**src/hdl/tile_defines.svh**
```systemverilog
`ifndef TILE_DEFINES_SVH
`define TILE_DEFINES_SVH

// byte address carried by a request packet
`define TILE_ADDR_W 32

// store data width
`define TILE_DATA_W 32

// one mask bit per data byte
`define TILE_MASK_W 4

// width of one x or y network coordinate
`define TILE_CORD_W 4

// receive fifo depth in packets
`define TILE_FIFO_ELS 4

// data memory is split into this many banks
`define TILE_NUM_BANKS 4

// words held by each bank
`define TILE_BANK_WORDS 64

// word address bits actually decoded, higher bits alias
// must equal log2(banks) + log2(bank words)
`define TILE_WORD_ADDR_W 8

`endif

```
**src/hdl/net_pkg.sv**
```systemverilog
`include "tile_defines.svh"

package net_pkg;

   // opcodes seen on the request network
   // OP_RESERVED is never produced by a legal sender
   typedef enum logic [1:0]
   {
      OP_STORE    = 2'b00,
      OP_FREEZE   = 2'b01,
      OP_UNFREEZE = 2'b10,
      OP_RESERVED = 2'b11
   } net_op_e;

   // request packet as it leaves the network
   typedef struct packed
   {
      net_op_e                 op;
      logic [`TILE_MASK_W-1:0] mask;
      logic [`TILE_ADDR_W-1:0] addr;
      logic [`TILE_DATA_W-1:0] data;
      logic [`TILE_CORD_W-1:0] from_x;
      logic [`TILE_CORD_W-1:0] from_y;
   } net_packet_s;

   // return packet, only the sender coordinates travel back
   typedef struct packed
   {
      logic [`TILE_CORD_W-1:0] from_x;
      logic [`TILE_CORD_W-1:0] from_y;
   } ret_packet_s;

endpackage

```
**src/hdl/mem_pkg.sv**
```systemverilog
`include "tile_defines.svh"

package mem_pkg;

   // bank index and row index inside one bank
   typedef logic [$clog2(`TILE_NUM_BANKS)-1:0]  bank_sel_t;
   typedef logic [$clog2(`TILE_BANK_WORDS)-1:0] bank_row_t;

   // word address as seen before the bank swizzle
   // lsb holds the bits that pick the bank
   typedef struct packed
   {
      bank_row_t row;
      bank_sel_t lsb;
   } word_addr_s;

   // one remote store headed for the banked memory
   typedef struct packed
   {
      word_addr_s              addr;
      logic [`TILE_DATA_W-1:0] data;
      logic [`TILE_MASK_W-1:0] mask;
   } mem_wreq_s;

endpackage

```
**src/hdl/pkt_decode.sv**
```systemverilog
`timescale 1ns/10ps
`include "tile_defines.svh"

module pkt_decode
(
   input  logic                 clk_i,
   input  logic                 reset_i,
   input  logic                 head_v_i,
   input  net_pkg::net_packet_s head_i,
   output logic                 yumi_o,
   output logic                 freeze_o,
   output logic                 wreq_v_o,
   output mem_pkg::mem_wreq_s   wreq_o,
   output net_pkg::ret_packet_s ret_o,
   input  logic                 wreq_yumi_i
);

   logic                 is_store;
   logic                 is_freeze;
   logic                 is_unfreeze;
   logic                 is_unknown;
   logic                 slot_free;
   logic                 pop_store;
   logic                 freeze_r;
   logic                 wreq_v_r;
   mem_pkg::mem_wreq_s   wreq_r;
   net_pkg::ret_packet_s ret_r;

   // sort the head packet by opcode
   always_comb
   begin
      is_store    = 1'b0;
      is_freeze   = 1'b0;
      is_unfreeze = 1'b0;
      is_unknown  = 1'b0;
      if (head_v_i)
      begin
         case (head_i.op)
            net_pkg::OP_STORE:    is_store    = 1'b1;
            net_pkg::OP_FREEZE:   is_freeze   = 1'b1;
            net_pkg::OP_UNFREEZE: is_unfreeze = 1'b1;
            // OP_RESERVED and anything else is simply dropped
            default:              is_unknown  = 1'b1;
         endcase
      end
   end

   // holding register frees up in the cycle its store commits
   assign slot_free = ~wreq_v_r | wreq_yumi_i;
   assign pop_store = is_store & slot_free;
   // freeze types and unknowns never wait
   assign yumi_o    = pop_store | is_freeze | is_unfreeze | is_unknown;

   // tile comes out of reset frozen
   always_ff @(posedge clk_i)
   begin
      if (reset_i)
         freeze_r <= 1'b1;
      else if (is_freeze)
         freeze_r <= 1'b1;
      else if (is_unfreeze)
         freeze_r <= 1'b0;
   end

   // pending flag for the one-entry store slot
   always_ff @(posedge clk_i)
   begin
      if (reset_i)
         wreq_v_r <= 1'b0;
      else if (pop_store)
         wreq_v_r <= 1'b1;
      else if (wreq_yumi_i)
         wreq_v_r <= 1'b0;
   end

   // store payload, only the decoded word address bits are kept
   always_ff @(posedge clk_i)
   begin
      if (pop_store)
      begin
         wreq_r.addr  <= head_i.addr[2 +: `TILE_WORD_ADDR_W];
         wreq_r.data  <= head_i.data;
         wreq_r.mask  <= head_i.mask;
         ret_r.from_x <= head_i.from_x;
         ret_r.from_y <= head_i.from_y;
      end
   end

   assign freeze_o = freeze_r;
   assign wreq_v_o = wreq_v_r;
   assign wreq_o   = wreq_r;
   assign ret_o    = ret_r;

endmodule

```
**config.mk**
```make
export PLATFORM = sky130hd
export DESIGN_NAME = pkt_decode
export DESIGN_NICKNAME = d
export VERILOG_FILES = /design/src/hdl/net_pkg.sv /design/src/hdl/mem_pkg.sv /design/src/hdl/pkt_decode.sv
export VERILOG_INCLUDE_DIRS = /design/src /design/src/hdl
export SDC_FILE = /design/constraint.sdc
export NUM_CORES = 1
export LEC_CHECK = 0
export ABC_AREA = 1
export BUFFER_PORTS_ARGS = -buffer_cell sky130_fd_sc_hd__buf_2
export CAP_MARGIN = 20
export CORE_UTILIZATION = 28
export CTS_BUF_LIST = sky130_fd_sc_hd__clkbuf_8 sky130_fd_sc_hd__clkbuf_16
export CTS_CLUSTER_DIAMETER = 150
export CTS_CLUSTER_SIZE = 25
export DETAILED_ROUTE_END_ITERATION = 12
export SLEW_MARGIN = 20
export SYNTH_ARGS = -nofsm -noshare
export SYNTH_HDL_FRONTEND = slang
export SYNTH_SLANG_ARGS = --single-unit
export TNS_END_PERCENT = 1
```
**constraint.sdc**
```tcl
create_clock -name clk_i -period 4.35 [get_ports clk_i]
set_input_delay 0.2175 -clock clk_i [delete_from_list [all_inputs] [get_ports clk_i]]
set_output_delay 0.2175 -clock clk_i [all_outputs]
set_load 0.01 [all_outputs]
```
==> flow_summary.json <==
{
  "status": "finished clean",
  "grt.overflow.total": 0,
  "ys_seq_area_frac": 0.953,
  "endpoint_kind": "flop",
  "cts_tree": "done",
  "maxCapViolations": 0,
  "hold_viol_final": 0,
  "min_period_ns": 1.83,
  "finalCritPeriodShare": 0.421,
  "synth_xor_area_frac": 0,
  "die_w_um": 79.5,
  "routed_wl_um": 3290,
  "post_cts_buffers": 0,
  "setup_violations": 0,
  "htreeDepth": 2,
  "critical_path_class": "reg -> reg",
  "yosysUniqueCellTypes": 11,
  "nFillCells": 543,
  "grt_max_degree": 31,
  "cp_slowest_cell": "nor2_4",
  "whs_ns": 0.0868,
  "r2r_start": "wreq_v_o$_SDFFE_PP0P_",
  "cts-root-buf": "clkbuf_8",
  "min_to": "wreq_v_o$_SDFFE_PP0P_",
  "drtIter0Drc": 41,
  "ys_ff_latch": 54,
  "grt_first_pass_wirelength_um": 4980,
  "path_clk_slew_ns": 0.09,
  "dp.cells": 255,
  "r2r_cells": 4,
  "die_y_um": 79.5,
  "synth.area.mux_share": 0,
  "maxSlewHeadroom": 0.584,
  "cellPowerDensity_nw_per_um2": 373,
  "start_kind": "flop",
  "pin_count": 137,
  "final_core_util": 0.430,
  "rsz0062_at_grt": "no",
  "irDropWorstVdd_v": 0.000187,
  "p_leak_nw": 1.04,
  "tns_ns": 0,
  "clock-sinks": 54,
  "synth_top_area_frac": 0.929,
  "wl_per_cell_um": 12.5,
  "routabilityCongestion": 0.679,
  "nets": 272,
  "instances_no_fill": 264,
  "die-area_sq_um": 6320,
  "yosysWarningCount": 0,
  "netlist_instances": 70,
  "cts_hold_buf": 0,
  "path_delay_family": "simple AND/OR/NAND/NOR gates",
  "worst_pin_slew_ns": 0.622,
  "cts_resized": 0,
  "clk_path_buf_depth": 2,
  "synth_area_leaders": "edfxtp_1 93%, dfxtp_1 2.4%, inv_1 1.1%",
  "critPathArrivalTime_ns": 1.80,
  "multi_input_area_sq_um": 67.6,
  "cts-buffers-inserted": 5,
  "fin_skew_ns": 0.00573,
  "cp.buffers_inverters": 2,
  "finalMaxSlewViolations": 0,
  "hold_depth": 2,
  "area_delta_synth_final_pct": 44.5,
  "hp-start": "reset_i",
  "synth-compound-area-share": 0.00968,
  "synth-simple-area-share": 0.0261,
  "mappedNetlistNets": 152,
  "routed_via_density": 4.03,
  "drc": 0,
  "port_buffers": 112,
  "synth_area_leader_cell": "edfxtp_1",
  "max_freq_ghz": 0.546,
  "slowest_delay_ns": 0.51,
  "start_util": 0.298,
  "worst_r2r_endpoint": "wreq_o[26]$_DFFE_PP_",
  "hp-class": "in -> reg",
  "grt_pass1_vias": 1089,
  "cp_cell_sequence": "nand2_1 -> inv_1 -> nor2_4 -> buf_4",
  "core_sq_um": 5640,
  "synthAdderAreaFrac": 0,
  "r2r_slack_ns": 2.52,
  "critPathRequiredTime_ns": 4.31,
  "clkLatencyLatePin_ns": 0.29,
  "synth_area_sq_um": 1680,
  "antenna_left": 0,
  "crit_fanout": 30,
  "route.vias.total": 1065,
  "register_area_sq_um": 1600,
  "dr.pass1.iters": 3,
  "synth_top_family_by_area": "simple AND/OR/NAND/NOR gates",
  "syn_area_per_cell_sq_um": 24.0,
  "antenna_found_initial": 1,
  "track_usage": 0.109,
  "rows": 27,
  "crit_cells": 4,
  "drive_gt1_frac": 0.639
}
## per-stage QoR
stage,power [mW],worst slack (ns),area (sq um)
global placement,0.660,2.45,2350
detailed placement,0.662,2.41,2350
CTS,0.921,2.46,2430
finish,0.905,2.52,2430
floorplan,0.621,1.22,1680
global route,0.943,2.35,2430
## per-layer routing
metal	up-vias	routed length [um]	GRT usage
li1	502	-	-
met1	490	1190	0.106
met2	69	1660	0.186
met3	4	394	0.0606
met4	0	41	0.0491
met5	-	0	0
## logic make-up (layout without fill, tap and decap cells)
| family | after synthesis | count (layout) |
|---|---|---|
| flip-flops | 54 | 54 |
| AND/OR/NAND/NOR | 9 | 9 |
| buffers and inverters | 5 | 126 |
| AO/OA/AOI/OAI | 2 | 2 |
| other | 0 | 1 |
## Yosys cell counts
library cell,count
inv_1,5
nor2_1,1
nand3_1,1
nand3b_1,1
nand2_1,4
nand2_2,1
nor2_2,1
dfxtp_1,2
a21boi_1,1
a21oi_2,1
edfxtp_1,52
## registers in the layout, summed over array words and instances, names as in the netlist
name,count
freeze_o,1
wreq_o,44
wreq_v_o,1
ret_o,8
## cells in the final DEF, fill, tap and decap left out
cell type  instances
a21oi_2            1
edfxtp_1          52
nor2_2             1
clkbuf_8           5
nor2_4             1
nand2_2            1
a21boi_1           1
inv_1              5
dfxtp_1            2
nand3b_1           1
nand2_1            4
buf_2            112
clkinv_1           3
buf_4              1
diode_2            1
nand3_1            1
## worst reg2reg max path: cells and delay by family (launching register included)
kind / cells / cell delay, ns
AND/OR/NAND/NOR: 2 / 0.60
buffers and inverters: 2 / 0.56
flip-flops: 1 / 0.32
## how the worst max path moves through the flow
stage	start	endpoint	slack (ns)
floorplan	wreq_v_o$_SDFFE_PP0P_	ret_o[0]$_DFFE_PP_	1.22
global placement	head_i[77]	wreq_o[17]$_DFFE_PP_	2.45
detailed placement	head_i[77]	wreq_o[42]$_DFFE_PP_	2.41
CTS	wreq_v_o$_SDFFE_PP0P_	wreq_o[17]$_DFFE_PP_	2.46
global route	wreq_v_o$_SDFFE_PP0P_	wreq_o[27]$_DFFE_PP_	2.35
finish	wreq_v_o$_SDFFE_PP0P_	wreq_o[26]$_DFFE_PP_	2.52
## layout make-up
class                      instances  area share
antenna                            1     0.00103
clock buffer                       5      0.0283
clock inverter                     3     0.00464
inverter                           5     0.00773
multi-input combinational         11      0.0278
sequential                        54       0.659
tap                               72      0.0371
timing repair buffer             113       0.234
## power by group
part           internal [mW]  total [mW]  switching (mW)
Combinational         0.0293      0.0586          0.0293
Sequential             0.587       0.590         0.00317
Clock                  0.108       0.257           0.149
Total                  0.724       0.905           0.181
Note: power is estimated with default switching activity, not from simulation.
