## src/hdl/tile_defines.svh

```systemverilog
`ifndef TILE_DEFINES_SVH
`define TILE_DEFINES_SVH

// byte address carried by a request packet
`define TILE_ADDR_W 32

// store data width
`define TILE_DATA_W 32

// one mask bit per data byte
`define TILE_MASK_W 4

// width of one x or y network coordinate
`define TILE_CORD_W 4

// receive fifo depth in packets
`define TILE_FIFO_ELS 4

// data memory is split into this many banks
`define TILE_NUM_BANKS 4

// words held by each bank
`define TILE_BANK_WORDS 64

// word address bits actually decoded, higher bits alias
// must equal log2(banks) + log2(bank words)
`define TILE_WORD_ADDR_W 8

`endif

```

## src/hdl/net_pkg.sv

```systemverilog
`include "tile_defines.svh"

package net_pkg;

   // opcodes seen on the request network
   // OP_RESERVED is never produced by a legal sender
   typedef enum logic [1:0]
   {
      OP_STORE    = 2'b00,
      OP_FREEZE   = 2'b01,
      OP_UNFREEZE = 2'b10,
      OP_RESERVED = 2'b11
   } net_op_e;

   // request packet as it leaves the network
   typedef struct packed
   {
      net_op_e                 op;
      logic [`TILE_MASK_W-1:0] mask;
      logic [`TILE_ADDR_W-1:0] addr;
      logic [`TILE_DATA_W-1:0] data;
      logic [`TILE_CORD_W-1:0] from_x;
      logic [`TILE_CORD_W-1:0] from_y;
   } net_packet_s;

   // return packet, only the sender coordinates travel back
   typedef struct packed
   {
      logic [`TILE_CORD_W-1:0] from_x;
      logic [`TILE_CORD_W-1:0] from_y;
   } ret_packet_s;

endpackage

```

## src/hdl/rx_fifo.sv

```systemverilog
`timescale 1ns/10ps
`include "tile_defines.svh"

module rx_fifo
(
   input  logic                 clk_i,
   input  logic                 reset_i,
   input  logic                 v_i,
   input  net_pkg::net_packet_s data_i,
   output logic                 ready_o,
   output logic                 head_v_o,
   output net_pkg::net_packet_s head_o,
   input  logic                 yumi_i
);

   localparam int ptr_w_lp = $clog2(`TILE_FIFO_ELS);
   localparam int cnt_w_lp = $clog2(`TILE_FIFO_ELS + 1);

   // packet storage, no reset needed on payload
   net_pkg::net_packet_s mem_r [`TILE_FIFO_ELS];
   logic [ptr_w_lp-1:0]  wptr_r;
   logic [ptr_w_lp-1:0]  rptr_r;
   logic [cnt_w_lp-1:0]  count_r;
   logic                 enq;
   logic                 deq;

   // pointer step with wrap, depth need not be a power of two
   function automatic logic [ptr_w_lp-1:0] next_ptr(input logic [ptr_w_lp-1:0] p);
      if (p == ptr_w_lp'(`TILE_FIFO_ELS - 1))
         return '0;
      return p + 1'b1;
   endfunction

   // accept while there is a free slot
   assign ready_o  = (count_r < cnt_w_lp'(`TILE_FIFO_ELS));
   assign enq      = v_i & ready_o;
   // consumer only raises yumi while head is valid
   assign deq      = yumi_i;
   assign head_v_o = (count_r != '0);
   // head is read straight out of storage
   assign head_o   = mem_r[rptr_r];

   always_ff @(posedge clk_i)
   begin
      if (reset_i)
      begin
         wptr_r  <= '0;
         rptr_r  <= '0;
         count_r <= '0;
      end
      else
      begin
         if (enq)
            wptr_r <= next_ptr(wptr_r);
         if (deq)
            rptr_r <= next_ptr(rptr_r);
         // occupancy holds when both or neither happen
         case ({enq, deq})
            2'b10:   count_r <= count_r + 1'b1;
            2'b01:   count_r <= count_r - 1'b1;
            default: count_r <= count_r;
         endcase
      end
   end

   always_ff @(posedge clk_i)
   begin
      if (enq)
         mem_r[wptr_r] <= data_i;
   end

endmodule

```

## config.mk

```make
export PLATFORM = sky130hd
export DESIGN_NAME = rx_fifo
export DESIGN_NICKNAME = d
export VERILOG_FILES = /design/src/hdl/net_pkg.sv /design/src/hdl/rx_fifo.sv
export VERILOG_INCLUDE_DIRS = /design/src /design/src/hdl
export SDC_FILE = /design/constraint.sdc
export NUM_CORES = 1
export LEC_CHECK = 0
export BUFFER_PORTS_ARGS = -buffer_cell sky130_fd_sc_hd__buf_2
export CORE_AREA = 2 2 143 145
export CTS_CLUSTER_DIAMETER = 80
export DETAILED_ROUTE_END_ITERATION = 10
export DIE_AREA = 0 0 145 147
export PLACE_DENSITY = 0.82
export SYNTH_ARGS = -nofsm -noshare
export SYNTH_HDL_FRONTEND = slang
export SYNTH_SLANG_ARGS = --single-unit
```

## constraint.sdc

```tcl
create_clock -name clk_i -period 7.95 [get_ports clk_i]
set_input_delay 1.1925 -clock clk_i [delete_from_list [all_inputs] [get_ports clk_i]]
set_output_delay 1.1925 -clock clk_i [all_outputs]
set_load 0.05 [all_outputs]
```

==> results by group, run 1 <==
Logic synthesis
  – YS warnings: 0
  – Yosys top cell area share: 79.9%
  – Mapped Cells: 458
  – Number of flops mapped to enable cells by yosys: 312
  – Synth Flop Type: edfxtp_1
  – Largest area contributor in the netlist: edfxtp_1
  – Top-count cell post-synth: edfxtp_1
  – Seq/Total Area, Yosys: 81.4%
  – Area contributors post-synth: edfxtp_1 80%, mux4_2 15%, dfxtp_1 1.5%, ha_1 0.64%, buf_12 0.51%
  – Async set-reset flop share out of synthesis: 0%
  – Top cells by count, synth: 312 x edfxtp_1, 78 x mux4_2, 9 x dfxtp_1, 8 x inv_1, 8 x nor2_1
  – Mean Syn Cell Area: 25.6 um2
  – Synth Register Bits: 321
  – Synth unique cells: 21
  – Syn nets: 547
  – Syn Std Cell Area: 0.0117 mm2

STA
  – Fmax: 235 MHz
  – Fin. max-slew vios: 0
  – Fin crit share: 53.6%
  – RSZ-0062 raised after global routing: false
  – Hold Slack: 512 ps
  – Final setup vio count: 0
  – Worst slew pin tran: 1200 ps
  – Minimum clock period: 4260 ps
  – Rel. slew slack: 19.7%
  – Fin. Hold Viols: 0
  – Setup_tns: 0 ps
  – Setup Skew: 10.4 ps

Clocking
  – Clock slew at reported path FFs: 60 ps
  – Max clock buf depth: 3
  – Htree depth: 1
  – Clock tree root buffer cell: clkbuf_16
  – Sink Count: 321
  – Post-CTS Setup Inserts: 0
  – Clock tree from TritonCTS: built
  – Hold_buf cts: 0
  – CTS buffer count: 30
  – Cts repair resizes: 0
  – Clock latency on the worst-skew pair: 540 ps

Floorplan
  – Row count: 52
  – DIE WIDTH: 145 um
  – Core Area: 0.0198 mm2
  – Initial Utilization: 59.1%
  – Die Y: 147 um
  – DIE AREA: 0.0213 mm2
  – I/O pins: 162

Setup path
  – Worst path slowest cell: dfxtp_4
  – CP bufs+invs: 2
  – Crit path kind: flip-flop to output pin
  – Worst-path fanout max: 41
  – FF-to-FF Start: count_r[2]
  – Worst EP arrival: 3070 ps
  – Max stage delay on crit path: 880 ps
  – CP endpoint kind: output pin
  – Critical Path, Cell by Cell: buf_4, mux4_2, buf_2
  – Family with the most delay on the worst path: buffers and inverters
  – Critical Path Start Type: flip-flop
  – CP required: 6760 ps

Route
  – First-pass detailed-route iteration total: 6
  – Routed length per instance: 22.0 um
  – Post-DRT Antenna Nets: 0
  – DR iter-0 viols: 330
  – Via count: 5,227
  – Final WL: 20,400 um
  – Post-route DRC violation count: 0
  – Drt via density: 5.61

Pwr
  – Clk pwr share: 36.0%
  – Sequential power share: 49.7%
  – Power density cells: 296 mW/mm2
  – VDD IR max: 0.222 mV
  – Combinational power share: 14.3%
  – Net load switching power: 0.00104 W
  – Sw Ratio: 25.4%
  – Leak: 4.68 nW
  – P_int: 0.00306 W

Layout
  – Final net count: 725
  – Fillers: 1,213
  – Fraction of layout cells with a size suffix above 1: 45.3%
  – Synth-to-layout area growth: 17.8%

Status
  – Outcome: finished, final reports clean

GRT
  – GRT Total Usage: 19.3%
  – Pin count of the biggest net entering global routing: 79
  – Gr ovfl total: 0
  – Initial antenna violation count: 3
  – Vias in the first global route: 5,524
  – First-pass GRT wire length: 31,700 um

Min path
  – Hold crit path type: flip-flop to flip-flop
  – Min-delay src: count_r[1]

Place
  – Routability congestion estimate: 0.739
  – DP HPWL: 11,900 um
  – Buffers on Ports: 161

Job
  – Maxcap violations: 0
## worst paths after layout
kind / cells after the start / to / slack [ps]
max reg2reg: 3 / mem_r[3][69] / 5530
min: 2 / count_r[1] / 510
min reg2reg: 2 / count_r[1] / 510
max: 3 / head_o[44] / 3690
## sequential cells by signal (all words and copies together) (netlist names), named ones only
signal	count
wptr_r	2
mem_r	312
rptr_r	2
count_r	3
## through the flow
| step | power (W) | utilization, % | instances | area, um2 | worst slack (ps) |
|---|---|---|---|---|---|
| after global placement | 0.00264 | 64.4 | 874 | 12800 | 4140 |
| after CTS | 0.00413 | 69.6 | 928 | 13800 | 3560 |
| after global routing | 0.00422 | 69.6 | 929 | 13800 | 3390 |
| final | 0.00409 | 69.6 | 931 | 13800 | 3690 |
| after detailed placement | 0.00266 | 64.4 | 874 | 12800 | 4130 |
| after floorplan | 0.00251 | - | 458 | 11700 | 4110 |
## final cells by class
class | instances | area (um2) | share of cell area [%]
flip-flops and latches | 321 | 9560 | 69.2
multi-input cells | 110 | 2010 | 14.5
repair buffers | 165 | 836 | 6.05
clock buffers | 33 | 783 | 5.67
well taps | 270 | 338 | 2.45
clock inverters | 21 | 254 | 1.84
inverters | 8 | 30.0 | 0.217
diodes | 3 | 7.51 | 0.0543
## logic make-up after synthesis
kind of cell | count (synthesis) | share of synthesized area (%)
flip-flops | 321 | 81.4
AO/OA/AOI/OAI | 4 | 0.171
multiplexers | 81 | 15.2
adder cells (fa/ha/maj) | 7 | 0.811
buffers and inverters | 27 | 1.55
AND/OR/NAND/NOR | 16 | 0.683
XOR/XNOR | 2 | 0.149
## metal layers
metal / wire, um / vias to the layer above / GRT usage (%)
met5: 0 / - / 0
met4: 356 / 0 / 4.41
met3: 1550 / 32 / 4.63
met2: 9940 / 193 / 30.5
met1: 8600 / 2699 / 28.2
li1: - / 2303 / -
## cell usage in the layout, fill, tap and decap left out, drive strengths merged
cell | netlist | routed
a21oi | 3 | 3
inv | 8 | 8
fa | 1 | 1
dfxtp | 9 | 9
nor3b | 1 | 1
edfxtp | 312 | 312
mux2i | 3 | 3
clkinvlp | 0 | 1
nor2b | 1 | 1
or3 | 1 | 1
clkbuf | 6 | 33
bufinv | 0 | 6
buf | 13 | 165
diode | 0 | 3
and2 | 4 | 4
mux4 | 78 | 78
nor2 | 8 | 8
clkinv | 0 | 14
nand3 | 1 | 1
ha | 6 | 6
xor2 | 2 | 2
o21ai | 1 | 1
## tightest hold or removal path: stages (launching register included)
cell and delay [ps]:
dfxtp_1 330, a21oi_1 70, nor2_1 80
## power groups by stage
stage | sequential, W | combinational (W) | clock [W]
3_3_place_gp | 0.00206 | 0.000578 | 0
5_1_grt | 0.00205 | 0.000616 | 0.00156
3_5_place_dp | 0.00207 | 0.000591 | 0
2_1_floorplan | 0.00204 | 0.000461 | 0
6_report | 0.00203 | 0.000586 | 0.00147
4_1_cts | 0.00204 | 0.000593 | 0.00150
No activity file was read; power rests on OpenSTA's default activity.
==> inputs of run 2 (changes only) <==
Settings changed: CORE_AREA 2 2 143 145 to 2 2 155 157, DIE_AREA 0 0 145 147 to 0 0 157 159, PLACE_DENSITY 0.82 to 0.74.
Clock period 7.95 ns to 3.75 ns, I/O delays scaled along.
==> results by group, run 2 (synthesized netlist as in run 1, its figures left out) <==
Clocking
  – Clock tree root buffer cell: clkbuf_16 (unchanged)
  – Sink Count: 321 (unchanged)
  – Clock latency on the worst-skew pair: 550 ps (was 540 ps)
  – Max clock buf depth: 3 (unchanged)
  – Post-CTS Setup Inserts: 0 (unchanged)
  – Hold_buf cts: 0 (unchanged)
  – Clock slew at reported path FFs: 60 ps (about the same)
  – CTS buffer count: 31 (was 30)
  – Htree depth: 1 (unchanged)
  – Clock tree from TritonCTS: built (unchanged)
  – Cts repair resizes: 0 (unchanged)

STA
  – PnR worst setup slack: 893 ps (was 3690 ps)
  – Minimum clock period: 2860 ps
  – Fmax: 350 MHz
  – Setup Skew: 17.0 ps (was 10.4 ps)
  – Rel. slew slack: 57.5% (was 19.7%)
  – Fin crit share: 76.2%
  – Setup_tns: 0 ps (unchanged)
  – Final setup vio count: 0 (unchanged)
  – Fin. max-slew vios: 0 (unchanged)
  – RSZ-0062 raised after global routing: false (unchanged)
  – Worst slew pin tran: 637 ps (was 1200 ps)
  – Fin. Hold Viols: 0 (unchanged)
  – Hold Slack: 227 ps (was 512 ps)

Pwr
  – Clk pwr share: 34.0% (was 36.0%)
  – Leak: 4.65 nW (was 4.68 nW)
  – VDD IR max: 0.344 mV (was 0.222 mV)
  – Sw Ratio: 26.2% (was 25.4%)
  – Power density cells: 608 mW/mm2 (was 296 mW/mm2)
  – Sequential power share: 50.7% (was 49.7%)
  – Net load switching power: 0.00221 W (was 0.00104 W)
  – Combinational power share: 15.3% (was 14.3%)
  – P_int: 0.00622 W (was 0.00306 W)

Setup path
  – Max stage delay on crit path: 630 ps (was 880 ps)
  – CP endpoint kind: output pin (unchanged)
  – Crit path kind: flip-flop to output pin (unchanged)
  – Worst path slowest cell: mux4_2 (was dfxtp_4)
  – CP required: 3190 ps (was 6760 ps)
  – Internal reg-to-reg setup slack: 1610 ps (was 5530 ps)
  – Critical Path, Cell by Cell: buf_12, mux4_2, buf_2 (was buf_4, mux4_2, buf_2)
  – Worst-path fanout max: 78 (was 41)
  – Worst R2R Path Depth: 3 (unchanged)
  – Worst reg2reg path endpoint: mem_r[3][39] (was mem_r[3][69])
  – FF-to-FF Start: count_r[2] (unchanged)
  – Worst EP arrival: 2290 ps (was 3070 ps)
  – CP endpoint: head_o[55] (was head_o[44])
  – Critical Path Start Type: flip-flop (unchanged)

Route
  – Drt via density: 5.38 (was 5.61)
  – DR iter-0 viols: 394 (was 330)
  – Via count: 5,291 (was 5,227)
  – Post-route DRC violation count: 0 (unchanged)
  – First-pass detailed-route iteration total: 5 (was 6)
  – Final WL: 20,800 um (was 20,400 um)
  – Routed length per instance: 21.1 um (was 22.0 um)
  – Post-DRT Antenna Nets: 0 (unchanged)

Place
  – DP HPWL: 12,300 um (was 11,900 um)
  – Placed Area: 0.0129 mm2 (was 0.0128 mm2)
  – Dpl ws: 1280 ps (was 4130 ps)
  – Buffers on Ports: 161 (unchanged)
  – Routability congestion estimate: 0.727 (was 0.739)

Layout
  – Max reg flops: 312 (unchanged)
  – Commonest non-fill, non-tap cell in the layout: edfxtp_1 (unchanged)
  – Final net count: 728 (was 725)
  – Synth-to-layout area growth: 18.3% (was 17.8%)
  – Final Cell Area: 0.0139 mm2 (was 0.0138 mm2)
  – Most flops, register: mem_r (unchanged)
  – Commonest cells after routing, fill and taps aside: 312 x edfxtp_1, 161 x buf_2, 78 x mux4_2, 31 x clkbuf_16 (was 312 x edfxtp_1, 161 x buf_2, 78 x mux4_2, 31 x clkbuf_16, 11 x clkinv_2)
  – Fraction of layout cells with a size suffix above 1: 44.0% (was 45.3%)
  – Regs by FF count: mem_r x312, count_r x3 (unchanged)

Floorplan
  – Core Area: 0.0232 mm2 (was 0.0198 mm2)
  – DIE AREA: 0.0250 mm2 (was 0.0213 mm2)
  – Row count: 56 (was 52)
  – Die Y: 159 um (was 147 um)
  – Initial Utilization: 50.6% (was 59.1%)
  – DIE WIDTH: 157 um (was 145 um)
  – I/O pins: 162 (unchanged)

GRT
  – First-pass GRT wire length: 31,800 um (was 31,700 um)
  – Initial antenna violation count: 4 (was 3)
  – Vias in the first global route: 5,662 (was 5,524)
  – Gr ovfl total: 0 (unchanged)
  – GRT Total Usage: 16.7% (was 19.3%)
  – Pin count of the biggest net entering global routing: 79 (unchanged)

Job
  – Maxcap violations: 0 (unchanged)

Min path
  – Hold crit path type: input pin to flip-flop (was flip-flop to flip-flop)

Status
  – Outcome: finished, final reports clean (unchanged)
## run 2: metrics by stage
stage	std cells	utilization [%]	power (W)
final	984	59.8	0.00843
after global routing	983	59.8	0.00874
after CTS	982	59.8	0.00852
after detailed placement	925	55.7	0.00566
after global placement	925	55.7	0.00562
after floorplan	458	-	0.00531
## run 2: layout make-up
class / count / area [um2]
antenna: 2 / 5.00
clock buffer: 42 / 847
clock inverter: 15 / 101
fill: 1658 / 9320
inverter: 8 / 30.0
multi-input combinational: 110 / 2010
sequential: 321 / 9560
tap: 319 / 399
timing repair buffer: 167 / 926
## run 2: worst min path at each step
| stage | from | end | slack (ps) | depth (start not counted) |
|---|---|---|---|---|
| 3_3_place_gp | count_r[1] | count_r[1] | 480 | 2 |
| 4_1_cts | data_i[49] | mem_r[3][49] | 200 | 1 |
| 6_report | data_i[11] | mem_r[3][11] | 230 | 1 |
| 3_5_place_dp | count_r[0] | count_r[0] | 500 | 2 |
| 5_1_grt | data_i[49] | mem_r[2][49] | 210 | 1 |
| 2_1_floorplan | count_r[1] | count_r[1] | 460 | 2 |
## run 2: power by group through the flow
| stage | clock network, W | logic, W | registers (W) |
|---|---|---|---|
| floorplan | 0 | 0.000978 | 0.00433 |
| global placement | 0 | 0.00128 | 0.00433 |
| detailed placement | 0 | 0.00131 | 0.00435 |
| CTS | 0.00293 | 0.00131 | 0.00428 |
| global route | 0.00309 | 0.00136 | 0.00429 |
| finish | 0.00287 | 0.00129 | 0.00428 |
## run 2: critical path, delay by kind of cell (launching register included)
kind	cells	cell delay, ps
buf+inv	2	730
flops	1	350
mux	1	630
## run 2: routing by layer
metal	up-vias	global-route usage, %	part of all wire [%]
li1	2319	-	-
met1	2752	23.4	43
met2	187	26.6	48
met3	29	4.38	7.6
met4	4	4.13	1.2
met5	-	0	0.11
==> inputs of run 3 (changes only) <==
Settings changed: ABC_AREA from default to 1, CORE_AREA 2 2 155 157 to 2 2 149 151, DIE_AREA 0 0 157 159 to 0 0 151 153, PLACE_DENSITY 0.74 to 0.78.
Clock period 3.75 ns to 2.81 ns, I/O delays scaled along.
==> results by group, run 3 <==
Logic synthesis
  – Synth unique cells: 21 (unchanged)
  – Synth Flop Type: edfxtp_1 (unchanged)
  – Syn Std Cell Area: 0.0120 mm2 (was 0.0117 mm2)
  – Mean Syn Cell Area: 14.8 um2 (was 25.6 um2)
  – Seq/Total Area, Yosys: 79.4% (was 81.4%)
  – Top cells by count, synth: 312 x edfxtp_1, 164 x nor2_1, 95 x o21ai_0, 78 x o22ai_1, 65 x o21ai_1 (was 312 x edfxtp_1, 78 x mux4_2, 9 x dfxtp_1, 8 x inv_1, 8 x nor2_1)
  – Async set-reset flop share out of synthesis: 0% (unchanged)
  – Number of flops mapped to enable cells by yosys: 312 (unchanged)
  – Synth Register Bits: 321 (unchanged)
  – Syn nets: 902 (was 547)
  – Mapped Cells: 813 (was 458)
  – Top-count cell post-synth: edfxtp_1 (unchanged)
  – Area contributors post-synth: edfxtp_1 78%, nor2_1 5.1%, o22ai_1 4.1%, o21ai_0 4.0%, o21ai_1 2.7% (was edfxtp_1 80%, mux4_2 15%, dfxtp_1 1.5%, ha_1 0.64%, buf_12 0.51%)
  – Largest area contributor in the netlist: edfxtp_1 (unchanged)
  – YS warnings: 0 (unchanged)
  – Yosys top cell area share: 77.9% (was 79.9%)

GRT
  – M2 GR Usage: 35.0% (was 26.6%)
  – Gr ovfl total: 0 (unchanged)
  – Met3 usage: 6.06% (was 4.38%)
  – Pin count of the biggest net entering global routing: 90 (was 79)
  – GRT Total Usage: 20.5% (was 16.7%)
  – Met1 usage: 25.4% (was 23.4%)
  – First-pass GRT wire length: 36,700 um (was 31,800 um)
  – Vias in the first global route: 7,252 (was 5,662)
  – Most crowded layer after global routing: met2 (unchanged)
  – Initial antenna violation count: 6 (was 4)

STA
  – Hold Slack: 123 ps (was 227 ps)
  – Fin crit share: 93.3%
  – Fmax: 381 MHz
  – Setup Skew: 10.7 ps (was 17.0 ps)
  – Final setup vio count: 0 (unchanged)
  – Worst slew pin tran: 659 ps (was 637 ps)
  – Fin. max-slew vios: 0 (unchanged)
  – Fin. Hold Viols: 0 (unchanged)
  – Minimum clock period: 2620 ps
  – RSZ-0062 raised after global routing: false (unchanged)
  – Rel. slew slack: 56.0% (was 57.5%)

Route
  – Post-route DRC violation count: 0 (unchanged)
  – Routed length per instance: 18.6 um (was 21.1 um)
  – Via count: 7,199 (was 5,291)
  – First-pass detailed-route iteration total: 5 (unchanged)
  – DR iter-0 viols: 642 (was 394)
  – Drt via density: 5.61 (was 5.38)
  – Final WL: 23,900 um (was 20,800 um)
  – Post-DRT Antenna Nets: 0 (unchanged)

Pwr
  – VDD IR max: 0.613 mV (was 0.344 mV)
  – Power density cells: 824 mW/mm2 (was 608 mW/mm2)
  – Leak: 4.98 nW (was 4.65 nW)

Layout
  – Fillers: 1,490 (was 1,658)
  – Final net count: 1,062 (was 728)
  – Layout Cells excl Fill: 1,283 (was 984)
  – Multi-input combinational cell area: 0.00210 mm2 (was 0.00201 mm2)
  – Regs by FF count: mem_r x312, count_r x3 (unchanged)
  – Commonest cells after routing, fill and taps aside: 312 x edfxtp_1, 161 x buf_2, 160 x nor2_1, 95 x o21ai_0, 78 x o22ai_1 (was 312 x edfxtp_1, 161 x buf_2, 78 x mux4_2, 31 x clkbuf_16)
  – Commonest non-fill, non-tap cell in the layout: edfxtp_1 (unchanged)
  – Max reg flops: 312 (unchanged)
  – Most flops, register: mem_r (unchanged)
  – Synth-to-layout area growth: 18.2% (was 18.3%)
  – Reg area: 0.00955 mm2 (was 0.00956 mm2)
  – Fraction of layout cells with a size suffix above 1: 22.8% (was 44.0%)

Clocking
  – Cts repair resizes: 0 (unchanged)
  – Post-CTS Setup Inserts: 0 (unchanged)
  – Max clock buf depth: 3 (unchanged)
  – Clock latency on the worst-skew pair: 500 ps (was 550 ps)
  – CTS buffer count: 34 (was 31)
  – Clock tree root buffer cell: clkbuf_16 (unchanged)
  – Clock tree from TritonCTS: built (unchanged)
  – Hold_buf cts: 0 (unchanged)
  – Clock slew at reported path FFs: 60 ps (about the same)
  – Htree depth: 2 (was 1)
  – Sink Count: 321 (unchanged)

Setup path
  – CP required: 2390 ps (was 3190 ps)
  – Internal reg-to-reg setup slack: 890 ps (was 1610 ps)
  – Worst-path fanout max: 67 (was 78)
  – CP endpoint kind: output pin (unchanged)
  – Crit path kind: flip-flop to output pin (unchanged)
  – Critical Path Start Type: flip-flop (unchanged)
  – Worst EP arrival: 2200 ps (was 2290 ps)

Min path
  – Hold crit path type: input pin to flip-flop (unchanged)

Place
  – Routability congestion estimate: 0.763 (was 0.727)
  – Placed cell count: 1,217 (was 925)
  – Buffers on Ports: 161 (unchanged)
  – DP HPWL: 12,700 um (was 12,300 um)

Status
  – Outcome: finished, final reports clean (unchanged)

Floorplan
  – Initial Utilization: 56.0% (was 50.6%)
  – I/O pins: 162 (unchanged)
  – DIE WIDTH: 151 um (was 157 um)
  – Row count: 54 (was 56)
  – DIE AREA: 0.0231 mm2 (was 0.0250 mm2)
  – Core Area: 0.0215 mm2 (was 0.0232 mm2)
  – Die Y: 153 um (was 159 um)

Job
  – Maxcap violations: 0 (unchanged)
==> run 3: changes by cell type after synthesis, moves of 13 or more <==
cell,previous run,this run
o22ai_1,0,78
buf_6,1,14
o21ai_1,0,65
o21ai_0,1,95
mux4_2,78,0
nor2_1,8,164
==> run 3: path summary, 6_finish.rpt <==
kind | cells after the start | from | end
max | 4 | flip-flop | head_o[71]
min | 2 | reset_i | wptr_r[0]
max reg2reg | 11 | count_r[2] | count_r[2]
min reg2reg | 1 | count_r[0] | count_r[0]
==> run 3: area by class of cell <==
type / instances / area share, %
Clock buffer: 41 / 6.17
Antenna cell: 5 / 0.0881
Clock inverter: 20 / 1.51
Tap cell: 280 / 2.47
Timing Repair Buffer: 174 / 7.24
Sequential cell: 321 / 67.2
Inverter: 17 / 0.467
Multi-Input combinational cell: 425 / 14.8
==> run 3: power breakdown <==
part | leakage [nW] | internal (W) | switching, W
clock network | 0.528 | 0.00261 | 0.00169
logic | 1.52 | 0.000393 | 0.00137
registers | 2.93 | 0.00558 | 0.0000659
==> run 3: through the flow <==
step	area (um2)	setup TNS [ps]	total power, W	util [%]	setup WS (ps)
2_1_floorplan	12000	-211340	0.00702	-	-677
3_3_place_gp	13100	0	0.00747	61.0	802
3_5_place_dp	13100	0	0.00751	61.0	746
4_1_cts	14200	0	0.0118	66.1	190
5_1_grt	14200	0	0.0121	66.1	83.0
6_report	14200	0	0.0117	66.1	189
==> run 3: critical path, stage by stage, from the launching register on <==
cell	delay, ps
dfxtp_4	380
buf_4	520
o21ai_0	200
o22ai_1	240
buf_2	310
==> run 3: metal layers <==
layer	share of wire, %	wire length, um	up-vias
met4	2.2	527	4
li1	-	-	3396
met2	50	11900	243
met5	0.10	25	-
met1	39	9430	3509
met3	8.2	1970	47
==> run 3: cell families after synthesis <==
logic type / synth area share (%)
buffers and inverters: 3.32
adders and majority gates: 0.791
AOI/OAI and AO/OA: 10.9
DFF: 79.4
and+or+nand+nor: 5.54
